## src/hdl/corePkg.sv

```systemverilog
`default_nettype none

package corePkg;

	typedef logic [31:0] word_t;     // data, address and instruction word
	typedef logic [4:0]  regAddr_t;  // register index
	typedef logic [3:0]  aluCtrl_t;  // ALU operation code
	typedef logic [5:0]  imemAddr_t; // instruction memory word index
	typedef logic [5:0]  dmemAddr_t; // data memory word index

	localparam int IMEM_WORDS = 64;
	localparam int DMEM_WORDS = 64;

	// major opcodes of the supported subset
	localparam logic [6:0] OP_RTYPE  = 7'b0110011; // add, sub, xor, mul
	localparam logic [6:0] OP_ITYPE  = 7'b0010011; // addi, slli
	localparam logic [6:0] OP_LOAD   = 7'b0000011; // lw
	localparam logic [6:0] OP_STORE  = 7'b0100011; // sw
	localparam logic [6:0] OP_BRANCH = 7'b1100011; // beq, bge

	// ALU codes
	localparam aluCtrl_t ALU_MUL = 4'd1;
	localparam aluCtrl_t ALU_ADD = 4'd2;
	localparam aluCtrl_t ALU_SLL = 4'd3;
	localparam aluCtrl_t ALU_XOR = 4'd4;
	localparam aluCtrl_t ALU_BEQ = 4'd5;
	localparam aluCtrl_t ALU_SUB = 4'd6;
	localparam aluCtrl_t ALU_BGE = 4'd7;

	// main control bundle, msb first as in the decode table
	typedef struct packed {
		logic       aluSrc;   // second operand is the immediate
		logic       memToReg; // writeback from data memory
		logic       regWrite;
		logic       memWrite;
		logic       branch;
		logic [1:0] aluOp;    // 00 mem, 01 branch, 10 R-type, 11 I-type
	} ctrl_t;

	// instruction memory load port
	typedef struct packed {
		logic      we;
		imemAddr_t addr;
		word_t     data;
	} progWrite_t;

	// store observed at the top level
	typedef struct packed {
		logic      valid;
		dmemAddr_t addr;
		word_t     data;
	} storeTrace_t;

endpackage

`default_nettype wire

```

## src/hdl/instrMem.sv

```systemverilog
`default_nettype none

module instrMem (
	input  wire              clk,
	input  wire corePkg::progWrite_t prog,
	input  wire corePkg::word_t      pc,
	output corePkg::word_t      instr
);
	import corePkg::*;

	word_t mem [IMEM_WORDS];

	assign instr = mem[pc[7:2]]; // word index

	// load port, used by the testbench while the core is stopped
	always_ff @(posedge clk) begin
		if (prog.we) begin
			mem[prog.addr] <= prog.data;
		end
	end

endmodule

`default_nettype wire

```

## config.mk

```make
export PLATFORM = sky130hd
export DESIGN_NAME = instrMem
export DESIGN_NICKNAME = d
export VERILOG_FILES = /design/src/hdl/corePkg.sv /design/src/hdl/instrMem.sv
export SDC_FILE = /design/constraint.sdc
export NUM_CORES = 2
export LEC_CHECK = 0
export ABC_AREA = 0
export BUFFER_PORTS_ARGS = -buffer_cell sky130_fd_sc_hd__buf_4
export CORE_MARGIN = 8
export CORE_UTILIZATION = 35
export CTS_BUF_LIST = sky130_fd_sc_hd__clkbuf_4 sky130_fd_sc_hd__clkbuf_8 sky130_fd_sc_hd__clkbuf_16
export DETAILED_ROUTE_END_ITERATION = 16
export GPL_TIMING_DRIVEN = 0
export PLACE_DENSITY = 0.55
export RECOVER_POWER = 50
export SKIP_CTS_REPAIR_TIMING = 1
export SLEW_MARGIN = 20
export SYNTH_ARGS = -nofsm -noshare
export SYNTH_HDL_FRONTEND = slang
export SYNTH_SLANG_ARGS = --single-unit
```

## constraint.sdc

```tcl
create_clock -name clk -period 5.6 [get_ports clk]
set_input_delay 0.28 -clock clk [delete_from_list [all_inputs] [get_ports clk]]
set_output_delay 0.28 -clock clk [all_outputs]
set_load 0.05 [all_outputs]
```

==> run_results.csv <==
group,metric,value,unit
synth,syn_area,77900,µm²
routing,wire_per_inst,35.8,µm
synth,ys.flop_type,"edfxtp_1",
synth,synth_cells,3292,
setup_path,cp_data_required_time,5.32,ns
pwr,power_density,353,nW/µm²
cells_and_area,drive_gt1_frac,0.311,
floorplan,fp.dieW,488,µm
outcome,violations,"max-capacitance violations, max-slew violations",
clock_tree,ctsRootBufferMaster,"clkbuf_16",
synth,synth.avg_cell_area,23.7,µm²
sta,min_period,5.58,ns
routing,firstDrtPassIters,5,
floorplan,coreArea,222000,µm²
setup_path,critPathCaptureType,"primary output",
floorplan,io_pins,104,
sta,setup_tns,0,ns
cells_and_area,nFillCells,19100,
clock_tree,cts_made_buffers,205,
global_routing,grt_pass1_wl,332,mm
floorplan,start_util,0.351,
sta,setup_viol,0,
cells_and_area,mostFrequentLayoutCell,"edfxtp_1",
setup_path,cp_data_arrival_time,5.30,ns
routing,vias,38700,
cells_and_area,regMostFlops,"mem",
global_routing,antenna_found_initial,24,
place,placed_area,85600,µm²
routing,ant_nets,0,
cells_and_area,top_regs,"mem (2048)",
place,dp_hpwl,160,mm
floorplan,num_rows,173,
cells_and_area,layout.nets,3783,
pwr,ir_drop,0.239,mV
sta,finalCritPeriodShare,0.996,
sta,slew_headroom,-1.63,
setup_path,cp_max_fo,10,
routing,drc,0,
outcome,status,"complete, but fails checks",
synth,synth_cell_types,33,
clock_tree,cts_sinks,2048,
synth,yosysWarnings,0,
cells_and_area,final_cell_mix,"edfxtp_1, mux4_2, clkbuf_16",
synth,ys_seq_elements,2048,
global_routing,grt_pass1_vias,38400,
cells_and_area,largest_reg_flops,2048,
min_path,hp-class,"primary input to register",
global_routing,grt_max_degree,65,
routing,routed_via_density,5.64,
synth,synth_nets,3364,
sta,slew_violations,2083,
clock_tree,cts_tree,"built",
routing,drtIter0Drc,6045,
clock_tree,clockBufferDepth,3,
clock_tree,htreeDepth,4,
sta,clock.fmax,179,MHz
floorplan,die_h,488,µm
place,io_buffers,69,
setup_path,crit_type,"primary input to primary output",
synth,synth_edf_count,2048,
sta,worst_pin_slew,3.95,ns
sta,finalHoldViolations,0,
synth,synth-async-reset-ratio,0,
cells_and_area,final_area,92100,µm²
pwr,leakage,0.0284,µW
global_routing,grt_overflow,0,
place,gp_congestion,0.842,
cells_and_area,area_growth,18.3,%
clock_tree,clkTransAtPathRegs,0.06,ns
run,drv_cap,32,
global_routing,track_usage,0.203,
floorplan,die_area,238000,µm²
sta,rsz0062_at_grt,"false",
setup_path,cp-start-kind,"primary input",
synth,yosysSeqAreaShare,0.790,
min_path,holdPathStages,3,
routing,wl,246,mm
[layer usage]
metal,GRT usage,up-vias,share of wire
met5,0,-,0.000049
met1,0.270,21200,0.38
met2,0.331,2038,0.48
li1,-,15100,-
met3,0.0486,365,0.098
met4,0.0685,2,0.036
[cell usage after synthesis (2+ instances only)]
cell type,instances,area (µm²)
buf_2,57,285
mux2i_1,93,931
o221ai_1,27,236
o32ai_1,4,35.0
nand2_1,26,97.6
a41o_1,4,40.0
nand2b_1,8,50.1
a311oi_1,8,70.1
or3_1,3,18.8
buf_6,5,56.3
or3b_1,2,17.5
and3_1,4,25.0
nand4_1,2,12.5
nor3_1,7,35.0
edfxtp_1,2048,61500
and2_1,2,12.5
clkbuf_1,74,278
nor2b_1,15,93.8
nor2_1,137,514
buf_1,21,78.8
nand3_1,5,25.0
buf_4,25,188
a21oi_1,62,310
nand3b_1,5,37.5
or3b_2,3,26.3
mux4_2,544,12300
a22oi_1,12,90.1
o22ai_1,84,526
[worst max-delay path, stage by stage]
cell	delay (ns)
buf_2	0.40
buf_2	0.43
buf_2	0.38
buf_1	0.89
nand3b_1	0.68
o221ai_1	0.44
a21oi_1	0.22
a21oi_1	1.00
nor2_1	0.25
buf_4	0.28
[cell type report]
class	count	area [µm²]	area share
Timing Repair Buffer	212	3480	0.0378
Multi-Input combinational cell	1062	15900	0.173
Clock inverter	118	990	0.0107
Sequential cell	2048	61500	0.667
Antenna cell	12	30.0	0.000326
Tap cell	2975	3720	0.0404
Buffer	182	917	0.00995
Clock buffer	254	5570	0.0604
[metrics by stage]
| step | hold WS (ns) | worst slack (ns) | cells | power (µW) | util |
|---|---|---|---|---|---|
| after CTS | -0.0589 | 0.184 | 6844 | 32700 | 0.416 |
| after floorplan | 0.379 | 2.16 | 3292 | 18300 | - |
| after detailed placement | 0.852 | 0.194 | 6472 | 19300 | 0.386 |
| final | 0.224 | 0.0197 | 6863 | 32600 | 0.416 |
| after global placement | 0.833 | -1.40 | 6336 | 19300 | 0.370 |
| after global routing | 0.198 | 0.0491 | 6858 | 33300 | 0.416 |
[power breakdown]
part           total (µW)  switching, µW  leakage (µW)  internal [µW]
Sequential          17000           21.3        0.0184          17000
Clock               13500           5880       0.00327           7640
Combinational        1990           1380       0.00674            612
Total               32600           7280        0.0284          25300
[final timing paths]
check	from	slack, ns	to
max	pc[3]	0.02	instr[19]
min	prog[32]	0.22	mem[55][1]$_DFFE_PP_
[kinds of logic (layout without fill, tap and decap cells)]
logic type             after synthesis  count (layout)  synth area share
AND/OR/NAND/NOR                    223             223            0.0128
flip-flops                        2048            2048             0.790
AO/OA/AOI/OAI                      202             202            0.0169
buffers and inverters              182             766            0.0114
other                                0              12                 0
multiplexers                       637             637             0.169
Power figures use the tool's default switching activity.
