==> config.mk <==
export PLATFORM = sky130hd
export DESIGN_NAME = dataMem
export DESIGN_NICKNAME = d
export VERILOG_FILES = /design/src/hdl/corePkg.sv /design/src/hdl/dataMem.sv
export SDC_FILE = /design/constraint.sdc
export NUM_CORES = 2
export LEC_CHECK = 0
export BUFFER_PORTS_ARGS = -buffer_cell sky130_fd_sc_hd__clkbuf_2
export CAP_MARGIN = 20
export CORE_UTILIZATION = 63
export DETAILED_ROUTE_END_ITERATION = 10
export PLACE_DENSITY = 0.81
export SETUP_SLACK_MARGIN = 0.5
export SYNTH_ARGS = -nofsm -noshare
export SYNTH_HDL_FRONTEND = slang
export SYNTH_SLANG_ARGS = --single-unit
==> constraint.sdc <==
create_clock -name clk -period 2.9 [get_ports clk]
set_input_delay 0.145 -clock clk [delete_from_list [all_inputs] [get_ports clk]]
set_output_delay 0.145 -clock clk [all_outputs]
set_load 0.02 [all_outputs]
==> src/hdl/corePkg.sv <==
`default_nettype none

package corePkg;

	typedef logic [31:0] word_t;     // data, address and instruction word
	typedef logic [4:0]  regAddr_t;  // register index
	typedef logic [3:0]  aluCtrl_t;  // ALU operation code
	typedef logic [5:0]  imemAddr_t; // instruction memory word index
	typedef logic [5:0]  dmemAddr_t; // data memory word index

	localparam int IMEM_WORDS = 64;
	localparam int DMEM_WORDS = 64;

	// major opcodes of the supported subset
	localparam logic [6:0] OP_RTYPE  = 7'b0110011; // add, sub, xor, mul
	localparam logic [6:0] OP_ITYPE  = 7'b0010011; // addi, slli
	localparam logic [6:0] OP_LOAD   = 7'b0000011; // lw
	localparam logic [6:0] OP_STORE  = 7'b0100011; // sw
	localparam logic [6:0] OP_BRANCH = 7'b1100011; // beq, bge

	// ALU codes
	localparam aluCtrl_t ALU_MUL = 4'd1;
	localparam aluCtrl_t ALU_ADD = 4'd2;
	localparam aluCtrl_t ALU_SLL = 4'd3;
	localparam aluCtrl_t ALU_XOR = 4'd4;
	localparam aluCtrl_t ALU_BEQ = 4'd5;
	localparam aluCtrl_t ALU_SUB = 4'd6;
	localparam aluCtrl_t ALU_BGE = 4'd7;

	// main control bundle, msb first as in the decode table
	typedef struct packed {
		logic       aluSrc;   // second operand is the immediate
		logic       memToReg; // writeback from data memory
		logic       regWrite;
		logic       memWrite;
		logic       branch;
		logic [1:0] aluOp;    // 00 mem, 01 branch, 10 R-type, 11 I-type
	} ctrl_t;

	// instruction memory load port
	typedef struct packed {
		logic      we;
		imemAddr_t addr;
		word_t     data;
	} progWrite_t;

	// store observed at the top level
	typedef struct packed {
		logic      valid;
		dmemAddr_t addr;
		word_t     data;
	} storeTrace_t;

endpackage

`default_nettype wire

==> src/hdl/dataMem.sv <==
`default_nettype none

module dataMem (
	input  wire         clk,
	input  wire         rst,
	input  wire         we,
	input  wire corePkg::word_t addr,
	input  wire corePkg::word_t wdata,
	output corePkg::word_t rdata
);
	import corePkg::*;

	word_t     mem [DMEM_WORDS];
	dmemAddr_t index;

	assign index = addr[7:2];
	assign rdata = mem[index]; // combinational read

	always_ff @(posedge clk) begin
		if (rst) begin
			for (int i = 0; i < DMEM_WORDS; i++) begin
				mem[i] <= '0;
			end
		end else if (we) begin
			mem[index] <= wdata;
		end
	end

	// only word accesses exist, the address comes from rs1 plus the S offset
	wordWrite: assert property (
		@(posedge clk) disable iff (rst)
		we |-> addr[1:0] == 2'b00
	) else $error("unaligned store to %h", addr);

endmodule

`default_nettype wire

==> results.cfg <==
[worst_setup_path]
crit_required_ns = 2.76
max_stage_delay_ns = 0.43
crit_start = mem[33][27]$_SDFFCE_PN0P_
cp.buffers_inverters = 2
path_cells = mux2_2 -> a221o_1 -> a21oi_4 -> o211ai_1 -> buf_4 -> or3_4 -> buf_8
cp_slowest_cell = o211ai_1
worstPathMaxFanout = 1
critPathLaunchType = flop
path_class = flop to primary output
cp-end-kind = primary output
cp.arrival_ns = 3.37
critPathTopFamily = compound AO/OA/AOI/OAI gates

[cells_and_area]
fill_cells = 8294
syn2layout_area_growth_pct = 16.15
design_area_sq_um = 107800
final_cell_mix = and2_1 (2049), edfxtp_1 (2048), buf_4 (514)
drive_above_1_share = 0.2168
final_common_cell = and2_1
final_nets = 7202
largestRegisters = mem: 2048 flops
regMostFlops = mem
largest_reg_flops = 2048

[synthesis]
synth-seq-area-share = 0.6626
netlist_area_sq_um = 92810
synth_nets = 7037
yosys_warnings = 0
synth_cell_type_count = 57
synth-edff-count = 2048
synthArstFlopShare = 0
syn_area_per_cell_sq_um = 13.32
ys_ff_latch = 2048
syn_inst = 6970
ys.flop_type = edfxtp_1

[grt]
globalRouteOverflowTotal = 0
antenna_found_initial = 26
track_usage = 0.3973
grt_pass1_vias = 62722
grt_pass1_wl_mm = 425.4
grt_start_max_net_pins = 73

[detailed_routing]
drc = 0
drt-pass1-iter-count = 7
wirelength_mm = 297.8
drtIter0Drc = 11263
post_drt_via_cell_ratio = 7.007
ant_nets = 0
vias = 64552
wire_per_inst_microns = 32.33

[cts]
cts_tree = built
postCtsSetupRepairBufs = 0
cts_root_buf = clkbuf_16
clock_path_buffers = 3
cts-buffers-inserted = 198
clk_pin_slew_worst_paths_ns = 0.07
clock_sinks = 2048
h-tree-depth = 4

[power_and_ir_drop]
power_density_nw_per_um2 = 623.4
p_leak_uw = 0.03805
ir_drop_v = 0.0006406

[sta]
fmax_ghz = 0.2849
period_share = 1.210
max-slew-margin-rel = 0.2079
holdWs_ns = 0.1034
drv_slew = 0
hold_viol_final = 0
fin_crit_ns = 3.510
final-setup-viol-count = 31
tightest_slew_ns = 1.188
rsz0062_at_grt = true
setup_ws_ns = -0.6103

[floorplanning]
start_util = 0.6360
core_sq_um = 145900
die_w_microns = 385.8
ios = 99
rows = 140
fp.dieH_microns = 385.8
die-area_sq_um = 148900

[hold_path]
holdCritStartpoint = rst
hp-class = input pin to flop

[place]
numPortBuffers = 72
gp_congestion = 0.9947
post-dp-hpwl_mm = 185.1
post_dp_cell_area_sq_um = 99010

[run_status]
violations = setup timing
status = finished, violations left

[job]
cap_violations = 0
==> per-stage QoR <==
stage          instances  setup TNS, ns  power (uW)  setup WS [ns]  utilization
4_1_cts             9206         -8.766       66590        -0.5725       0.7339
3_5_place_dp        8839         -4.897       40820        -0.6000       0.6786
3_3_place_gp        8838         -4.201       40600        -0.6530       0.6785
5_1_grt             9210         -9.657       68370        -0.5679       0.7387
2_1_floorplan       6970              0       37740         0.5790            -
6_report            9213         -9.121       67200        -0.6103       0.7388
==> per-layer routing <==
metal | global-route usage | routed length (microns)
met5 | 0.006498 | 295
met4 | 0.2462 | 21070
met3 | 0.1333 | 48010
met2 | 0.5831 | 130900
met1 | 0.5104 | 97520
==> final cells by class <==
class	instances	area (sq um)	share of cell area
Inverter	3	16.27	0.0001509
Tap cell	1917	2399	0.02225
Timing Repair Buffer	735	7288	0.06761
Clock inverter	114	1204	0.01117
Sequential cell	2048	61500	0.5705
Antenna cell	4	10.01	0.00009286
Multi-Input combinational cell	4149	30150	0.2797
Clock buffer	243	5230	0.04852
==> cell usage after synthesis, drive strengths merged, types with 2 or more instances <==
cell type | n | area (sq um)
o31ai | 13 | 97.59
a22o | 21 | 183.9
a221o | 41 | 410.4
nor3b | 3 | 27.52
o221ai | 18 | 157.7
and3 | 5 | 31.28
or3 | 16 | 100.1
nand2 | 80 | 300.3
or2 | 83 | 519.3
nand3b | 3 | 22.52
a2bb2oi | 2 | 17.52
mux2i | 152 | 1521
o32ai | 3 | 26.28
nor2 | 198 | 788.3
nand2b | 4 | 25.02
o21ai | 172 | 860.8
o2bb2ai | 4 | 35.03
o22ai | 162 | 1013
a21oi | 136 | 680.7
inv | 3 | 11.26
a211oi | 26 | 195.2
clkbuf | 566 | 2125
a221oi | 293 | 2579
and3b | 2 | 17.52
nand3 | 7 | 35.03
or4 | 16 | 120.1
o22a | 2 | 17.52
o211ai | 40 | 300.3
edfxtp | 2048 | 61500
a22oi | 374 | 2808
nor3 | 43 | 215.2
mux4 | 34 | 765.7
buf | 204 | 1028
nor4 | 16 | 100.1
mux2 | 101 | 1137
nand4 | 2 | 12.51
and2 | 2051 | 12830
a31oi | 8 | 50.05
nor2b | 6 | 37.54
o2111ai | 3 | 26.28
==> power by group <==
part / leakage (uW) / internal (uW) / switching [uW]
registers: 0.0195 / 34000 / 521
clock network: 0.00314 / 14900 / 11200
logic: 0.0155 / 2260 / 4310
total: 0.0380 / 51200 / 16000
==> cells by family (layout without fill, tap and decap cells) <==
group | Yosys count | in the layout | synth area share
compound gates | 1326 | 1326 | 0.1027
buf+inv | 773 | 1095 | 0.03410
flops | 2048 | 2048 | 0.6626
mux | 287 | 287 | 0.03690
other cells | 0 | 4 | 0
simple gates | 2536 | 2536 | 0.1637
==> final timing paths <==
check,cells past startpoint,endpoint
setup / recovery,7,rdata[27]
hold / removal,2,mem[21][29]$_SDFFCE_PN0P_
==> what timing repair did <==
action / 4_1_cts / 5_1_grt
pin swaps: 90 / 61
hold endpoints to repair: 309 / 0
endpoints found under the setup margin: 32 / 32
resized for setup: 344 / 143
hold buffers: 10 / 0
(Power assumes the default switching activity.)
