File: src/hdl/corePkg.sv
`default_nettype none

package corePkg;

	typedef logic [31:0] word_t;     // data, address and instruction word
	typedef logic [4:0]  regAddr_t;  // register index
	typedef logic [3:0]  aluCtrl_t;  // ALU operation code
	typedef logic [5:0]  imemAddr_t; // instruction memory word index
	typedef logic [5:0]  dmemAddr_t; // data memory word index

	localparam int IMEM_WORDS = 64;
	localparam int DMEM_WORDS = 64;

	// major opcodes of the supported subset
	localparam logic [6:0] OP_RTYPE  = 7'b0110011; // add, sub, xor, mul
	localparam logic [6:0] OP_ITYPE  = 7'b0010011; // addi, slli
	localparam logic [6:0] OP_LOAD   = 7'b0000011; // lw
	localparam logic [6:0] OP_STORE  = 7'b0100011; // sw
	localparam logic [6:0] OP_BRANCH = 7'b1100011; // beq, bge

	// ALU codes
	localparam aluCtrl_t ALU_MUL = 4'd1;
	localparam aluCtrl_t ALU_ADD = 4'd2;
	localparam aluCtrl_t ALU_SLL = 4'd3;
	localparam aluCtrl_t ALU_XOR = 4'd4;
	localparam aluCtrl_t ALU_BEQ = 4'd5;
	localparam aluCtrl_t ALU_SUB = 4'd6;
	localparam aluCtrl_t ALU_BGE = 4'd7;

	// main control bundle, msb first as in the decode table
	typedef struct packed {
		logic       aluSrc;   // second operand is the immediate
		logic       memToReg; // writeback from data memory
		logic       regWrite;
		logic       memWrite;
		logic       branch;
		logic [1:0] aluOp;    // 00 mem, 01 branch, 10 R-type, 11 I-type
	} ctrl_t;

	// instruction memory load port
	typedef struct packed {
		logic      we;
		imemAddr_t addr;
		word_t     data;
	} progWrite_t;

	// store observed at the top level
	typedef struct packed {
		logic      valid;
		dmemAddr_t addr;
		word_t     data;
	} storeTrace_t;

endpackage

`default_nettype wire

File: src/hdl/programCounter.sv
`default_nettype none

module programCounter (
	input  wire            clk,
	input  wire            rst,
	input  wire            run,
	input  wire            branchTaken,
	input  wire corePkg::word_t imm,
	output corePkg::word_t pc
);
	import corePkg::*;

	word_t nextPc;
	word_t branchTarget;

	assign branchTarget = pc + (imm << 1); // B immediate is in half words
	assign nextPc = branchTaken ? branchTarget : pc + 32'd4;

	always_ff @(posedge clk) begin
		if (rst) begin
			pc <= '0;
		end else if (run) begin
			pc <= nextPc; // holds while run is low
		end
	end

	// branch offsets are even half words in this subset, so alignment
	// depends on every immediate the program supplies
	pcAligned: assert property (
		@(posedge clk) disable iff (rst)
		pc[1:0] == 2'b00
	) else $error("pc not word aligned: %h", pc);

endmodule

`default_nettype wire

File: config.mk
export PLATFORM = sky130hd
export DESIGN_NAME = programCounter
export DESIGN_NICKNAME = d
export VERILOG_FILES = /design/src/hdl/corePkg.sv /design/src/hdl/programCounter.sv
export SDC_FILE = /design/constraint.sdc
export NUM_CORES = 1
export LEC_CHECK = 0
export ABC_CLOCK_PERIOD_IN_PS = 5000
export BUFFER_PORTS_ARGS = -buffer_cell sky130_fd_sc_hd__buf_2
export CORE_UTILIZATION = 55
export CTS_CLUSTER_DIAMETER = 30
export DETAILED_ROUTE_END_ITERATION = 8
export PLACE_DENSITY = 0.79
export SETUP_SLACK_MARGIN = 0.4
export SLEW_MARGIN = 15
export SYNTH_ARGS = -nofsm -noshare
export SYNTH_HDL_FRONTEND = slang
export SYNTH_SLANG_ARGS = --single-unit
File: constraint.sdc
create_clock -name clk -period 5 [get_ports clk]
set_clock_uncertainty 0.05 [all_clocks]
set_input_delay 0.25 -clock clk [delete_from_list [all_inputs] [get_ports clk]]
set_output_delay 0.25 -clock clk [all_outputs]
set_load 0.02 [all_outputs]
==> results.json <==
{
  "num-nets-final": 591,
  "port_buffers": 65,
  "drt-pass1-iter-count": 5,
  "layout_commonest_cell": "buf_2",
  "cts_htree_levels": 2,
  "rr_startpoint": "pc[1]$_SDFFE_PP0P_",
  "synthXorXnorAreaFrac_pct": 4.43,
  "cts_tree": "built",
  "wire_per_inst_um": 15.7,
  "drcViolationCount": 0,
  "p_leak_nw": 1.68,
  "drive_gt1_share_pct": 17.6,
  "critPathKind": "reg2reg",
  "regArea_um2": 621,
  "rrSetupSlack_ps": 1960,
  "rsz0062_at_grt": "no",
  "timing.final.hold_violations": 0,
  "place_area_um2": 3860,
  "setup_slack_ps": 1960,
  "num_io_pins": 68,
  "synth_async_sr_flop_share_pct": 0,
  "post_cts_buffers": 0,
  "gp_congestion": 0.921,
  "status": "complete, no violations",
  "clock.fmax_mhz": 329,
  "cp_max_fo": 6,
  "synthDominantCellAreaShare_pct": 17.4,
  "grt_pass1_vias": 3303,
  "cp.required_ps": 5100,
  "place_inst": 591,
  "yosysSeqAreaShare_pct": 17.4,
  "hold_path_class": "in2reg",
  "num_vias": 3770,
  "power.total_mw": 0.874,
  "final_cell_area_um2": 3950,
  "fp.dieH_um": 82.4,
  "cp-start-kind": "flip-flop",
  "r2r_cells": 11,
  "grt_antenna_before_repair": 0,
  "whs_path_depth": 4,
  "synth_simple_gate_area_share_pct": 23.2,
  "nFillCells": 545,
  "ys_warn_count": 0,
  "multi_input_area_um2": 2740,
  "clkLatencyLatePin_ps": 290,
  "grt_pass1_wl_um": 15000,
  "clock-sinks": 31,
  "yosysTopAreaCell": "dfxtp_1",
  "coreArea_um2": 6100,
  "numCtsBuffers": 5,
  "worstSetupEndpointType": "flip-flop",
  "cts_resized": 0,
  "die_w_um": 82.4,
  "finalSetupTns_ps": 0,
  "p_per_area_nw_per_um2": 222,
  "drv_cap": 0,
  "min_period_over_period_pct": 60.8,
  "ys_ff_latch": 31,
  "netlist_instances": 479,
  "wl_um": 9400,
  "r2r_end": "pc[31]$_SDFFE_PP0P_",
  "area.growth.synth_to_final_pct": 10.9,
  "utilization_pct": 64.7,
  "synth_compound_area_share_pct": 36.3,
  "muxShareOfSynthArea_pct": 1.44,
  "synth-main-ff-cell": "dfxtp_1",
  "initial_utilization_pct": 58.4,
  "ctsHoldBuffers": 0,
  "ant_nets": 0,
  "largest_reg_flops": 31,
  "hold_end": "pc[1]$_SDFFE_PP0P_",
  "layout_common_cells": "buf_2, nand2_1, a21oi_1",
  "grt_use_total_pct": 28.7,
  "ir_drop_mv": 0.195,
  "grt_overflow": 0,
  "antenna_cells": 0,
  "min_from": "imm[0]",
  "worst_hold_slack_ps": 298,
  "synthAdderAreaFrac_pct": 11.5,
  "final_cells": 598,
  "synth_edf_count": 0,
  "clk_pin_slew_ps": 70,
  "setup-violations-final": 0,
  "worstPathArrival_ps": 3140,
  "report.final.slew_viol_count": 0,
  "first_iter_violations": 369,
  "syn_area_um2": 3560,
  "die_area_um2": 6800,
  "synth_nets": 547,
  "worstMarginPinSlew_ps": 910,
  "syn_avg_cell_area_um2": 7.43,
  "grt_max_degree": 54,
  "min_period_ps": 3040,
  "dpl.hpwl_um": 6870,
  "regMostFlops": "pc",
  "cts-root-buf": "clkbuf_8",
  "place_ws_ps": 1970,
  "rows": 28,
  "ys_types": 73,
  "synth_top_family_by_area": "compound AO/OA/AOI/OAI gates",
  "clock_path_buffers": 2,
  "top_regs": "pc (31)",
  "maxSlewHeadroom_pct": 39.3,
  "synth.area.top_cells": "dfxtp_1, ha_1, nand2_1",
  "vias_per_cell": 6.30
}
-- cells by family after synthesis --
| group | after synthesis |
|---|---|
| compound gates | 179 |
| fa+ha+maj | 32 |
| simple gates | 163 |
| buf+inv | 50 |
| flops | 31 |
| mux | 5 |
| xor+xnor | 18 |
| other cells | 1 |
-- metal layers --
layer | vias to the layer above | part of all wire (%) | track usage (%)
li1 | 1880 | - | -
met1 | 1744 | 46 | 37.0
met2 | 126 | 47 | 47.4
met3 | 20 | 4.9 | 4.62
met4 | 0 | 2.0 | 11.4
met5 | - | 0 | 0
-- worst max-delay path: stages (launching register included) --
cell	delay, ps
dfxtp_1	350
ha_1	200
inv_1	60
fa_1	380
nor2b_1	200
o31a_1	350
o211ai_4	150
o211ai_4	320
nand4_1	160
a2111oi_2	430
o31a_2	200
nor3_2	40
-- final cells by class --
type	count	share of cell area, %
inverter	22	2.09
sequential	31	15.7
multi-input combinational	398	69.3
clock inverter	1	0.127
tap	75	2.38
timing repair buffer	65	8.25
clock buffer	6	2.09
-- power breakdown --
group          leakage, nW  switching [mW]  internal [mW]  total (mW)
logic                 1.38           0.219          0.146       0.365
registers            0.255          0.0332          0.267       0.301
clock network       0.0470           0.100          0.108       0.208
-- how the worst max path moves through the flow --
stage,from,to,slack [ps],depth (start not counted)
finish,pc[1]$_SDFFE_PP0P_,pc[31]$_SDFFE_PP0P_,1960,11
floorplan,pc[16]$_SDFFE_PP0P_,pc[26]$_SDFFE_PP0P_,2170,10
global route,pc[2]$_SDFFE_PP0P_,pc[31]$_SDFFE_PP0P_,1730,10
detailed placement,pc[1]$_SDFFE_PP0P_,pc[31]$_SDFFE_PP0P_,1970,11
CTS,pc[1]$_SDFFE_PP0P_,pc[31]$_SDFFE_PP0P_,1950,11
global placement,pc[2]$_SDFFE_PP0P_,pc[31]$_SDFFE_PP0P_,2040,10
-- cell usage after synthesis (3+ instances only) --
cell type  number
nand2_1        58
a21oi_1        42
o21ai_0        33
dfxtp_1        31
ha_1           31
nor2_1         29
inv_1          22
clkbuf_1       18
nand3_1        17
a211oi_1       13
a21o_1         11
nand4_1        11
o21ai_1        11
xnor2_1        11
o21a_1         10
a31oi_1         7
nor3_1          7
xor2_1          7
buf_2           6
nor2b_1         6
o21bai_1        6
and3_1          5
and4_1          5
nand2b_1        5
a221oi_1        4
mux2i_1         4
nor4_1          4
o22ai_1         4
o31ai_1         4
a41oi_1         3
Note: power is estimated with default switching activity, not from simulation.
