$ cat config.mk
export PLATFORM = sky130hd
export DESIGN_NAME = instrDecoder
export DESIGN_NICKNAME = d
export VERILOG_FILES = /design/src/hdl/corePkg.sv /design/src/hdl/instrDecoder.sv
export SDC_FILE = /design/constraint.sdc
export NUM_CORES = 1
export LEC_CHECK = 0
export BUFFER_PORTS_ARGS = -buffer_cell sky130_fd_sc_hd__buf_2
export CAP_MARGIN = 20
export CORE_MARGIN = 3
export CORE_UTILIZATION = 34
export DETAILED_ROUTE_END_ITERATION = 6
export PLACE_DENSITY = 0.85
export SLEW_MARGIN = 15
export SYNTH_ARGS = -nofsm -noshare
export SYNTH_HDL_FRONTEND = slang
export SYNTH_SLANG_ARGS = --single-unit
$ cat constraint.sdc
create_clock -name vclk -period 1.89
set_input_delay 0.378 -clock vclk [all_inputs]
set_output_delay 0.378 -clock vclk [all_outputs]
set_load 0.01 [all_outputs]
$ cat src/hdl/corePkg.sv
`default_nettype none

package corePkg;

	typedef logic [31:0] word_t;     // data, address and instruction word
	typedef logic [4:0]  regAddr_t;  // register index
	typedef logic [3:0]  aluCtrl_t;  // ALU operation code
	typedef logic [5:0]  imemAddr_t; // instruction memory word index
	typedef logic [5:0]  dmemAddr_t; // data memory word index

	localparam int IMEM_WORDS = 64;
	localparam int DMEM_WORDS = 64;

	// major opcodes of the supported subset
	localparam logic [6:0] OP_RTYPE  = 7'b0110011; // add, sub, xor, mul
	localparam logic [6:0] OP_ITYPE  = 7'b0010011; // addi, slli
	localparam logic [6:0] OP_LOAD   = 7'b0000011; // lw
	localparam logic [6:0] OP_STORE  = 7'b0100011; // sw
	localparam logic [6:0] OP_BRANCH = 7'b1100011; // beq, bge

	// ALU codes
	localparam aluCtrl_t ALU_MUL = 4'd1;
	localparam aluCtrl_t ALU_ADD = 4'd2;
	localparam aluCtrl_t ALU_SLL = 4'd3;
	localparam aluCtrl_t ALU_XOR = 4'd4;
	localparam aluCtrl_t ALU_BEQ = 4'd5;
	localparam aluCtrl_t ALU_SUB = 4'd6;
	localparam aluCtrl_t ALU_BGE = 4'd7;

	// main control bundle, msb first as in the decode table
	typedef struct packed {
		logic       aluSrc;   // second operand is the immediate
		logic       memToReg; // writeback from data memory
		logic       regWrite;
		logic       memWrite;
		logic       branch;
		logic [1:0] aluOp;    // 00 mem, 01 branch, 10 R-type, 11 I-type
	} ctrl_t;

	// instruction memory load port
	typedef struct packed {
		logic      we;
		imemAddr_t addr;
		word_t     data;
	} progWrite_t;

	// store observed at the top level
	typedef struct packed {
		logic      valid;
		dmemAddr_t addr;
		word_t     data;
	} storeTrace_t;

endpackage

`default_nettype wire

$ cat src/hdl/instrDecoder.sv
`default_nettype none

module instrDecoder (
	input  wire corePkg::word_t   instr,
	output corePkg::ctrl_t   ctrl,
	output corePkg::aluCtrl_t aluCtrl,
	output corePkg::word_t   imm
);
	import corePkg::*;

	logic [6:0] opcode;
	logic [2:0] funct3;
	logic [1:0] funct7; // bit 30 and bit 25 only

	assign opcode = instr[6:0];
	assign funct3 = instr[14:12];
	assign funct7 = {instr[30], instr[25]};

	// main control
	always_comb begin
		ctrl = '0; // unknown opcodes retire as no-ops
		case (opcode)
			OP_RTYPE: begin
				ctrl.regWrite = 1'b1;
				ctrl.aluOp    = 2'b10;
			end
			OP_ITYPE: begin
				ctrl.aluSrc   = 1'b1;
				ctrl.regWrite = 1'b1;
				ctrl.aluOp    = 2'b11;
			end
			OP_LOAD: begin
				ctrl.aluSrc   = 1'b1;
				ctrl.memToReg = 1'b1;
				ctrl.regWrite = 1'b1;
				ctrl.aluOp    = 2'b00; // address add
			end
			OP_STORE: begin
				ctrl.aluSrc   = 1'b1;
				ctrl.memWrite = 1'b1;
				ctrl.aluOp    = 2'b00;
			end
			OP_BRANCH: begin
				ctrl.branch = 1'b1;
				ctrl.aluOp  = 2'b01; // compare rs1 with rs2
			end
			default: ctrl = '0;
		endcase
	end

	// ALU control
	always_comb begin
		aluCtrl = ALU_ADD;
		case (ctrl.aluOp)
			2'b01: begin
				case (funct3)
					3'd0:    aluCtrl = ALU_BEQ;
					3'd5:    aluCtrl = ALU_BGE;
					default: aluCtrl = ALU_ADD; // never taken
				endcase
			end
			2'b10: begin
				case ({funct7, funct3})
					5'b00_000: aluCtrl = ALU_ADD;
					5'b10_000: aluCtrl = ALU_SUB;
					5'b00_100: aluCtrl = ALU_XOR;
					5'b01_000: aluCtrl = ALU_MUL; // M extension, funct7 = 1
					default:   aluCtrl = ALU_ADD;
				endcase
			end
			2'b11: begin
				aluCtrl = (funct3 == 3'd1) ? ALU_SLL : ALU_ADD;
			end
			default: aluCtrl = ALU_ADD; // lw, sw
		endcase
	end

	// immediate generation, sign extended
	always_comb begin
		case (opcode)
			OP_ITYPE, OP_LOAD: imm = {{20{instr[31]}}, instr[31:20]};
			OP_STORE:          imm = {{20{instr[31]}}, instr[31:25], instr[11:7]};
			// offset bits 12:1, doubled in the PC
			OP_BRANCH: imm = {{20{instr[31]}}, instr[31], instr[7], instr[30:25], instr[11:8]};
			default:   imm = '0;
		endcase
	end

	// the control table must never ask for both writes in one instruction
	always_comb begin
		assert (!(ctrl.regWrite && ctrl.memWrite))
			else $error("regWrite and memWrite both set, opcode %b", opcode);
	end

endmodule

`default_nettype wire

==> results by group <==
STA
  • Slew Limit Fails: 0
  • TNS Setup: 0 ps
  • Min Tclk post-route: 1795 ps
  • Setup repair after global routing missed its margin: false
  • Period utilization: 0.9499
  • Final hold violations: 0
  • Hold Slack: 1050 ps
  • FMAX: 557.0 MHz
  • Final setup viols: 0

GRT
  • Number of global-route vias before repair: 894
  • Largest net degree at the start of global routing: 25
  • GR Overflow Total: 0
  • Antenna violations before repair: 0
  • First-pass GRT wire length: 3774 µm
  • All-layer global routing usage: 0.1732

Logic synthesis
  • Synth cell count leaders: buf_4, nor2_1, a21oi_1
  • Sequential fraction of the synthesis area: 0
  • Syn. warnings: 0
  • Unique masters post-synth: 28
  • Area leader, netlist: buf_4
  • Cell count after synthesis: 108
  • Mapped Nets: 140
  • Post-synth top area share: 0.2308
  • Synth Area per Inst: 6.627 µm²
  • Largest cells by area after synthesis: buf_4, mux2_1, a21o_1
  • Most common cell in the synthesized netlist: buf_4
  • Cell Area, Synth: 715.7 µm²

Setup path
  • Worst setup EP type: output pin
  • Worst path depth: 5
  • CP dominant cell by count: buf_2
  • Critical path class: primary input to output pin
  • Crit path from: instr[3]
  • Arrival @ worst endpoint: 1420 ps
  • CP required: 1510 ps
  • Element type at the critical path start: primary input
  • Slowest stage cell, crit path: o2111a_2
  • Crit path largest cell delay: 290 ps
  • Family with the most delay on the worst path: buffers and inverters
  • Buf+Inv Stages, Crit Path: 3
  • Crit-path cells: buf_2 -> nor4bb_1 -> buf_4 -> o2111a_2 -> buf_2
  • CP Max Fanout: 11
  • CP endpoint: imm[22]

CTS
  • CTS Hold Bufs: 0
  • Postcts setup bufs: 0

Die
  • Rows: 15
  • Die ar.: 2692 µm²
  • Initial core utilization: 0.3852
  • Horiz. Die Dim: 51.88 µm
  • IO Pins: 75
  • Core ar.: 1858 µm²
  • Die height: 51.88 µm

Layout
  • Clk_buf instances: 0
  • Layout Cells excl Fill: 182
  • FFs & Latches: 0
  • Post-route cell area: 955.9 µm²
  • Filler cells: 207
  • NumNets Final: 191
  • Antenna cells: 0
  • Synth-to-layout area growth: 33.57%
  • Final core occ: 0.5145
  • Register area: 0 µm²
  • Layout cell share with drive strength beyond 1: 0.5287

Route
  • Vias/cell: 5.280
  • WL per Instance: 12.77 µm
  • DR vias: 961
  • DRT Wirelength: 2324 µm
  • Initial DRC count: 20
  • Pre-Repair DR Iteration Count: 4
  • Post-route ant nets: 0
  • Drc violations: 0

Status
  • Status: completed

Placement
  • Final HPWL DP: 1843 µm
  • Buffers added on ports: 69
  • Placed cell count: 181
  • Placer Congestion: 0.7519
  • Dpl cell area: 940.9 µm²

Pwr
  • Pleak: 0.5487 nW
  • Peak supply drop: 0.05362 mV
  • Pwr dens: 152.2 nW/µm²

Flow run
  • Max Cap Viol: 0

Min path
  • Hold Path Class: primary input to output pin
## power by group
| part | switching, mW | internal, mW | total (mW) |
|---|---|---|---|
| Clock | 0 | 0 | 0 |
| Combinational | 0.0759 | 0.0696 | 0.145 |
| Sequential | 0 | 0 | 0 |
## what timing repair did
| item | CTS | global route |
|---|---|---|
| pin swaps | 1 | 0 |
| cloned | 1 | 0 |
| endpoints found under the setup margin | 21 | 15 |
| gates resized for setup | 0 | 2 |
## kinds of logic (layout without fill, tap and decap cells)
group,after synthesis,count (layout),share of synthesized area
other,1,1,0.005240
AOI/OAI and AO/OA,24,25,0.2395
xor gates and xnor gates,3,3,0.03672
buffers and inverters,31,79,0.3129
muxes,5,5,0.07867
and+or+nand+nor,44,44,0.3269
## final cells by class
type / count / area, µm² / share of cell area
Multi-Input combinational cell: 78 / 505.5 / 0.5288
Timing Repair Buffer: 78 / 415.4 / 0.4346
Tap cell: 25 / 31.28 / 0.03272
Inverter: 1 / 3.754 / 0.003927
## per-layer routing
metal | wire, µm | track usage | part of all wire
met4 | 0 | 0.004367 | 0
met5 | 0 | 0 | 0
met1 | 947 | 0.2165 | 0.41
met2 | 1029 | 0.3180 | 0.44
met3 | 347 | 0.03438 | 0.15
## layout by cell type, fill, tap and decap left out, drive strengths merged
cell | Yosys | layout
buf | 27 | 77
nor2 | 11 | 11
a21oi | 8 | 8
nand2 | 8 | 8
nand3 | 7 | 7
a22oi | 6 | 6
a21o | 6 | 6
mux2 | 5 | 5
nand2b | 5 | 5
and3 | 3 | 3
xnor2 | 3 | 3
nor2b | 2 | 2
nor3 | 2 | 2
o2111ai | 2 | 2
o2111a | 1 | 2
inv | 1 | 1
nor4bb | 1 | 1
nor4 | 1 | 1
nand4 | 1 | 1
and4bb | 1 | 1
or4b | 1 | 1
o22ai | 1 | 1
or2b | 1 | 1
conb | 1 | 1
clkbuf | 3 | 1
## metrics by stage
stage	total power, mW	setup WS [ps]
floorplan	0.08776	74.15
global placement	0.1355	12.22
detailed placement	0.1423	-17.66
CTS	0.1449	37.59
global route	0.1623	0.04940
finish	0.1455	94.77
## tightest hold or removal path, stage by stage
cell and delay (ps):
buf_2 120, a21oi_1 40, buf_2 130
## how the worst min path moves through the flow
stage	startpoint	cells after the start	endpoint	slack, ps
floorplan	instr[13]	1	aluCtrl[0]	800
finish	instr[13]	3	aluCtrl[0]	1050
CTS	instr[13]	3	aluCtrl[0]	1040
global route	instr[13]	3	aluCtrl[0]	1050
detailed placement	instr[13]	3	aluCtrl[0]	1040
global placement	instr[13]	3	aluCtrl[0]	1040
Note: power is estimated with default switching activity, not from simulation.
