`src/hdl/corePkg.sv`:
```
`default_nettype none

package corePkg;

	typedef logic [31:0] word_t;     // data, address and instruction word
	typedef logic [4:0]  regAddr_t;  // register index
	typedef logic [3:0]  aluCtrl_t;  // ALU operation code
	typedef logic [5:0]  imemAddr_t; // instruction memory word index
	typedef logic [5:0]  dmemAddr_t; // data memory word index

	localparam int IMEM_WORDS = 64;
	localparam int DMEM_WORDS = 64;

	// major opcodes of the supported subset
	localparam logic [6:0] OP_RTYPE  = 7'b0110011; // add, sub, xor, mul
	localparam logic [6:0] OP_ITYPE  = 7'b0010011; // addi, slli
	localparam logic [6:0] OP_LOAD   = 7'b0000011; // lw
	localparam logic [6:0] OP_STORE  = 7'b0100011; // sw
	localparam logic [6:0] OP_BRANCH = 7'b1100011; // beq, bge

	// ALU codes
	localparam aluCtrl_t ALU_MUL = 4'd1;
	localparam aluCtrl_t ALU_ADD = 4'd2;
	localparam aluCtrl_t ALU_SLL = 4'd3;
	localparam aluCtrl_t ALU_XOR = 4'd4;
	localparam aluCtrl_t ALU_BEQ = 4'd5;
	localparam aluCtrl_t ALU_SUB = 4'd6;
	localparam aluCtrl_t ALU_BGE = 4'd7;

	// main control bundle, msb first as in the decode table
	typedef struct packed {
		logic       aluSrc;   // second operand is the immediate
		logic       memToReg; // writeback from data memory
		logic       regWrite;
		logic       memWrite;
		logic       branch;
		logic [1:0] aluOp;    // 00 mem, 01 branch, 10 R-type, 11 I-type
	} ctrl_t;

	// instruction memory load port
	typedef struct packed {
		logic      we;
		imemAddr_t addr;
		word_t     data;
	} progWrite_t;

	// store observed at the top level
	typedef struct packed {
		logic      valid;
		dmemAddr_t addr;
		word_t     data;
	} storeTrace_t;

endpackage

`default_nettype wire

```
`src/hdl/aluUnit.sv`:
```
`default_nettype none

module aluUnit (
	input  wire corePkg::word_t    rs1Data,
	input  wire corePkg::word_t    rs2Data,
	input  wire corePkg::word_t    imm,
	input  wire            aluSrc,
	input  wire corePkg::aluCtrl_t aluCtrl,
	output corePkg::word_t    result,
	output logic           takeBranch
);
	import corePkg::*;

	word_t operandB;

	assign operandB = aluSrc ? imm : rs2Data; // operand select

	always_comb begin
		result     = '0;
		takeBranch = 1'b0;
		case (aluCtrl)
			ALU_ADD: result = rs1Data + operandB;
			ALU_SUB: result = rs1Data - operandB;
			ALU_XOR: result = rs1Data ^ operandB;
			ALU_MUL: result = rs1Data * operandB;    // low 32 bits
			ALU_SLL: result = rs1Data << operandB[4:0]; // shamt field
			ALU_BEQ: begin
				takeBranch = (rs1Data == operandB);
			end
			ALU_BGE: begin
				// signed compare
				takeBranch = ($signed(rs1Data) >= $signed(operandB));
			end
			default: begin
				result     = '0;
				takeBranch = 1'b0;
			end
		endcase
	end

endmodule

`default_nettype wire

```
`config.mk`:
```
export PLATFORM = sky130hd
export DESIGN_NAME = aluUnit
export DESIGN_NICKNAME = d
export VERILOG_FILES = /design/src/hdl/corePkg.sv /design/src/hdl/aluUnit.sv
export SDC_FILE = /design/constraint.sdc
export NUM_CORES = 2
export LEC_CHECK = 0
export BUFFER_PORTS_ARGS = -buffer_cell sky130_fd_sc_hd__buf_4
export CAP_MARGIN = 15
export CORE_ASPECT_RATIO = 1.75
export CORE_MARGIN = 5
export CORE_UTILIZATION = 47
export DETAILED_ROUTE_END_ITERATION = 10
export GPL_TIMING_DRIVEN = 0
export MAX_ROUTING_LAYER = met4
export PLACE_DENSITY_LB_ADDON = 0.15
export SETUP_SLACK_MARGIN = 0.02
export SYNTH_ARGS = -nofsm -noshare
export SYNTH_HDL_FRONTEND = slang
export SYNTH_SLANG_ARGS = --single-unit
```
`constraint.sdc`:
```
create_clock -name vclk -period 9.4
set_clock_uncertainty 0.05 [all_clocks]
set_input_delay 0.47 -clock vclk [all_inputs]
set_output_delay 0.47 -clock vclk [all_outputs]
set_load 0.02 [all_outputs]
```
==> metrics.log <==
INFO  metric run_status = completed
INFO  metric ys_types = 82
INFO  metric layout_overhead_on_the_synthesized_area = 10.81%
INFO  metric initial_utilization = 0.4722
INFO  metric die_width = 171.9 µm
INFO  metric nClkBuffers = 0
INFO  metric global_route_wire_length_before_repair = 149100 µm
INFO  metric hold_fix_buffers_at_cts = 0
INFO  metric drv_cap = 0
INFO  metric total_routing_resource_utilization_after_global_routing = 0.4254
INFO  metric port-buffer-count = 131
INFO  metric crit_top_cell = sky130_fd_sc_hd__fa_1
INFO  metric top_level_ports = 134
INFO  metric report.final.setup_viol = 0
INFO  metric die_height = 293.4 µm
INFO  metric postRouteAntennaNets = 0
INFO  metric pre_cts_slack = -1.720 ns
INFO  metric report.final.hold_viol_count = 0
INFO  metric critical-path-max-stage-delay = 0.96 ns
INFO  metric min_path_type = input port to primary output
INFO  metric drt-pass1-iter-count = 6
INFO  metric final_min_period_over_clock_period = 0.9889
INFO  metric post_synth_inst_count = 2604
INFO  metric fp.coreArea = 0.04567 mm²
INFO  metric post_synth_instance_area = 0.02157 mm²
INFO  metric regArea = 0 µm²
INFO  metric dp.final_hpwl = 87890 µm
INFO  metric required = 8.88 ns
INFO  metric critical_path.startpoint_type = input port
INFO  metric crit_arrival = 8.78 ns
INFO  metric nets = 3443
INFO  metric post-route-min-period = 9.296 ns
INFO  metric worstSetupPathType = input port to primary output
INFO  metric synthesis.yosys.warnings = 0
INFO  metric final_layout_size_suffix_gt1_frac = 0.1090
INFO  metric synth_largest_type_area_fraction = 0.3805
INFO  metric post-route-cell-area = 0.02390 mm²
INFO  metric placed_cells = 3319
INFO  metric first_global_vias = 21950
INFO  metric avgRoutedWirePerCell = 31.36 µm
INFO  metric fin_setup_tns = 0 ns
INFO  metric fp.dieArea = 0.05045 mm²
INFO  metric detail_route.iter0.violations = 1810
INFO  metric avgSynthCellArea = 8.283 µm²
INFO  metric fin_worst_setup_slack = 0.1041 ns
INFO  metric post_dp_cell_area = 0.02329 mm²
INFO  metric cp_top_family = adder cells
INFO  metric initial_antenna_violation_count = 7
INFO  metric timing.fmax = 0.1076 GHz
INFO  metric path_buf_inv = 6
INFO  metric maximum_number_of_pins_on_one_net_before_global_route_repair = 20
INFO  metric seq_cells = 0
INFO  metric n_fill_cell = 4450
INFO  metric timing_max_transition_violations_final = 0
INFO  metric rsz0062_at_grt = no
INFO  metric synth.top_cells.by_area = sky130_fd_sc_hd__fa_1 38%, sky130_fd_sc_hd__ha_1 11%, sky130_fd_sc_hd__and2_1 8.7%, sky130_fd_sc_hd__inv_1 7.3%, sky130_fd_sc_hd__nand2_1 4.8%
INFO  metric wl = 104400 µm
INFO  metric detailroute.via_count = 20560
INFO  metric yosys_top_cell_by_area = sky130_fd_sc_hd__fa_1
INFO  metric max-slew-margin-rel = 0.1201
INFO  metric critical_path.max_fanout = 11
INFO  metric remaining_drc_errors = 0
INFO  metric globalRoute.totalOverflow = 0
INFO  metric seq_area_frac_synth = 0
INFO  metric crit_path_end_kind = primary output
INFO  metric place.gp.congestion = 1.052
INFO  metric worst_path_max_delay_cell = sky130_fd_sc_hd__clkbuf_1
INFO  metric finalNonFillerCells = 3330
INFO  metric post_drt_via_cell_ratio = 6.174
INFO  metric synth_nets = 3303
INFO  metric tightestPinTransition = 1.312 ns
INFO  metric floorplan.rows = 104
[final timing paths]
check,from,endpoint,slack [ns],depth (start not counted)
min,aluCtrl[2],takeBranch,1.39,4
max,rs1Data[1],result[30],0.10,26
[routing by layer]
layer	GRT usage	vias up	wire (µm)
li1	-	8588	-
met3	0.07296	487	7241
met1	0.4330	10330	33900
met5	-	-	0
met2	0.6971	1159	50450
met4	0.3649	0	12850
[cells in the final DEF (no fill, tap or decap), types with 9 or more instances in the layout]
cell type                  count
sky130_fd_sc_hd__a211oi_1     24
sky130_fd_sc_hd__ha_1        178
sky130_fd_sc_hd__o21bai_1     14
sky130_fd_sc_hd__o21ai_1      13
sky130_fd_sc_hd__clkbuf_2     21
sky130_fd_sc_hd__fa_1        407
sky130_fd_sc_hd__nor3_1       32
sky130_fd_sc_hd__nor2b_1      14
sky130_fd_sc_hd__nor2_1      114
sky130_fd_sc_hd__xor2_1       18
sky130_fd_sc_hd__o22ai_1      15
sky130_fd_sc_hd__nand3_1      27
sky130_fd_sc_hd__inv_1       413
sky130_fd_sc_hd__inv_2        16
sky130_fd_sc_hd__a21oi_1      96
sky130_fd_sc_hd__buf_4       145
sky130_fd_sc_hd__xnor2_1      72
sky130_fd_sc_hd__clkbuf_1     78
sky130_fd_sc_hd__and2_1      299
sky130_fd_sc_hd__buf_2        14
sky130_fd_sc_hd__a31oi_1      12
sky130_fd_sc_hd__o211ai_1     12
sky130_fd_sc_hd__mux2i_4      15
sky130_fd_sc_hd__nand4_1      11
sky130_fd_sc_hd__o21a_1        9
sky130_fd_sc_hd__nand2b_1     14
sky130_fd_sc_hd__mux2i_1      61
sky130_fd_sc_hd__o21ai_0      69
sky130_fd_sc_hd__a21boi_0     13
sky130_fd_sc_hd__a21o_1       20
sky130_fd_sc_hd__nand2_1     275
sky130_fd_sc_hd__and3_1       13
[area by class of cell]
class | count | area, µm² | share of cell area
antenna | 5 | 12.51 | 0.0005235
inverter | 436 | 1658 | 0.06936
tap | 583 | 729.5 | 0.03052
timing repair buffer | 147 | 1140 | 0.04769
multi-input combinational | 2021 | 19660 | 0.8226
buffer | 138 | 700.7 | 0.02932
[synthesized netlist by cell type (all sizes together) (7+ instances only)]
cell,instances
buf,24
fa,410
a211oi,25
or3,8
a21o,20
o211ai,12
nor3,35
nand3,28
nand2b,14
a21boi,13
o22ai,15
a221o,8
a221oi,10
o21bai,14
and2,299
and3,13
o21a,9
mux2,7
nor2,114
nand4,11
a22oi,7
nor2b,14
a21oi,103
o21ai,83
o221ai,8
a31oi,13
nand3b,8
nand2,275
mux2i,81
xor2,20
a211o,8
ha,188
xnor2,72
clkbuf,123
inv,436
[per-stage QoR]
| stage | util | hold WS, ns |
|---|---|---|
| finish | 0.5233 | 1.386 |
| global route | 0.5232 | 1.433 |
| CTS | 0.5192 | 1.380 |
| detailed placement | 0.5100 | 1.378 |
| global placement | 0.5098 | 1.382 |
| floorplan | - | 1.074 |
[cells by family after synthesis]
| logic type | synth area share |
|---|---|
| AO/OA/AOI/OAI | 0.1183 |
| AND/OR/NAND/NOR | 0.1998 |
| buffers and inverters | 0.1039 |
| XOR/XNOR | 0.03840 |
| adder cells (fa/ha/maj) | 0.4896 |
| multiplexers | 0.05006 |
[what timing repair did]
action | CTS | global route
gates resized for setup | 97 | 51
endpoints found under the hold margin | 0 | 0
pin swaps | 1 | 5
setup endpoints to repair | 18 | 12
setup buffers | 11 | 3
[tightest hold or removal path, delay by kind of cell]
family / cells / cell delay, ns
simple gates: 1 / 0.11
buf+inv: 2 / 0.29
compound gates: 1 / 0.10
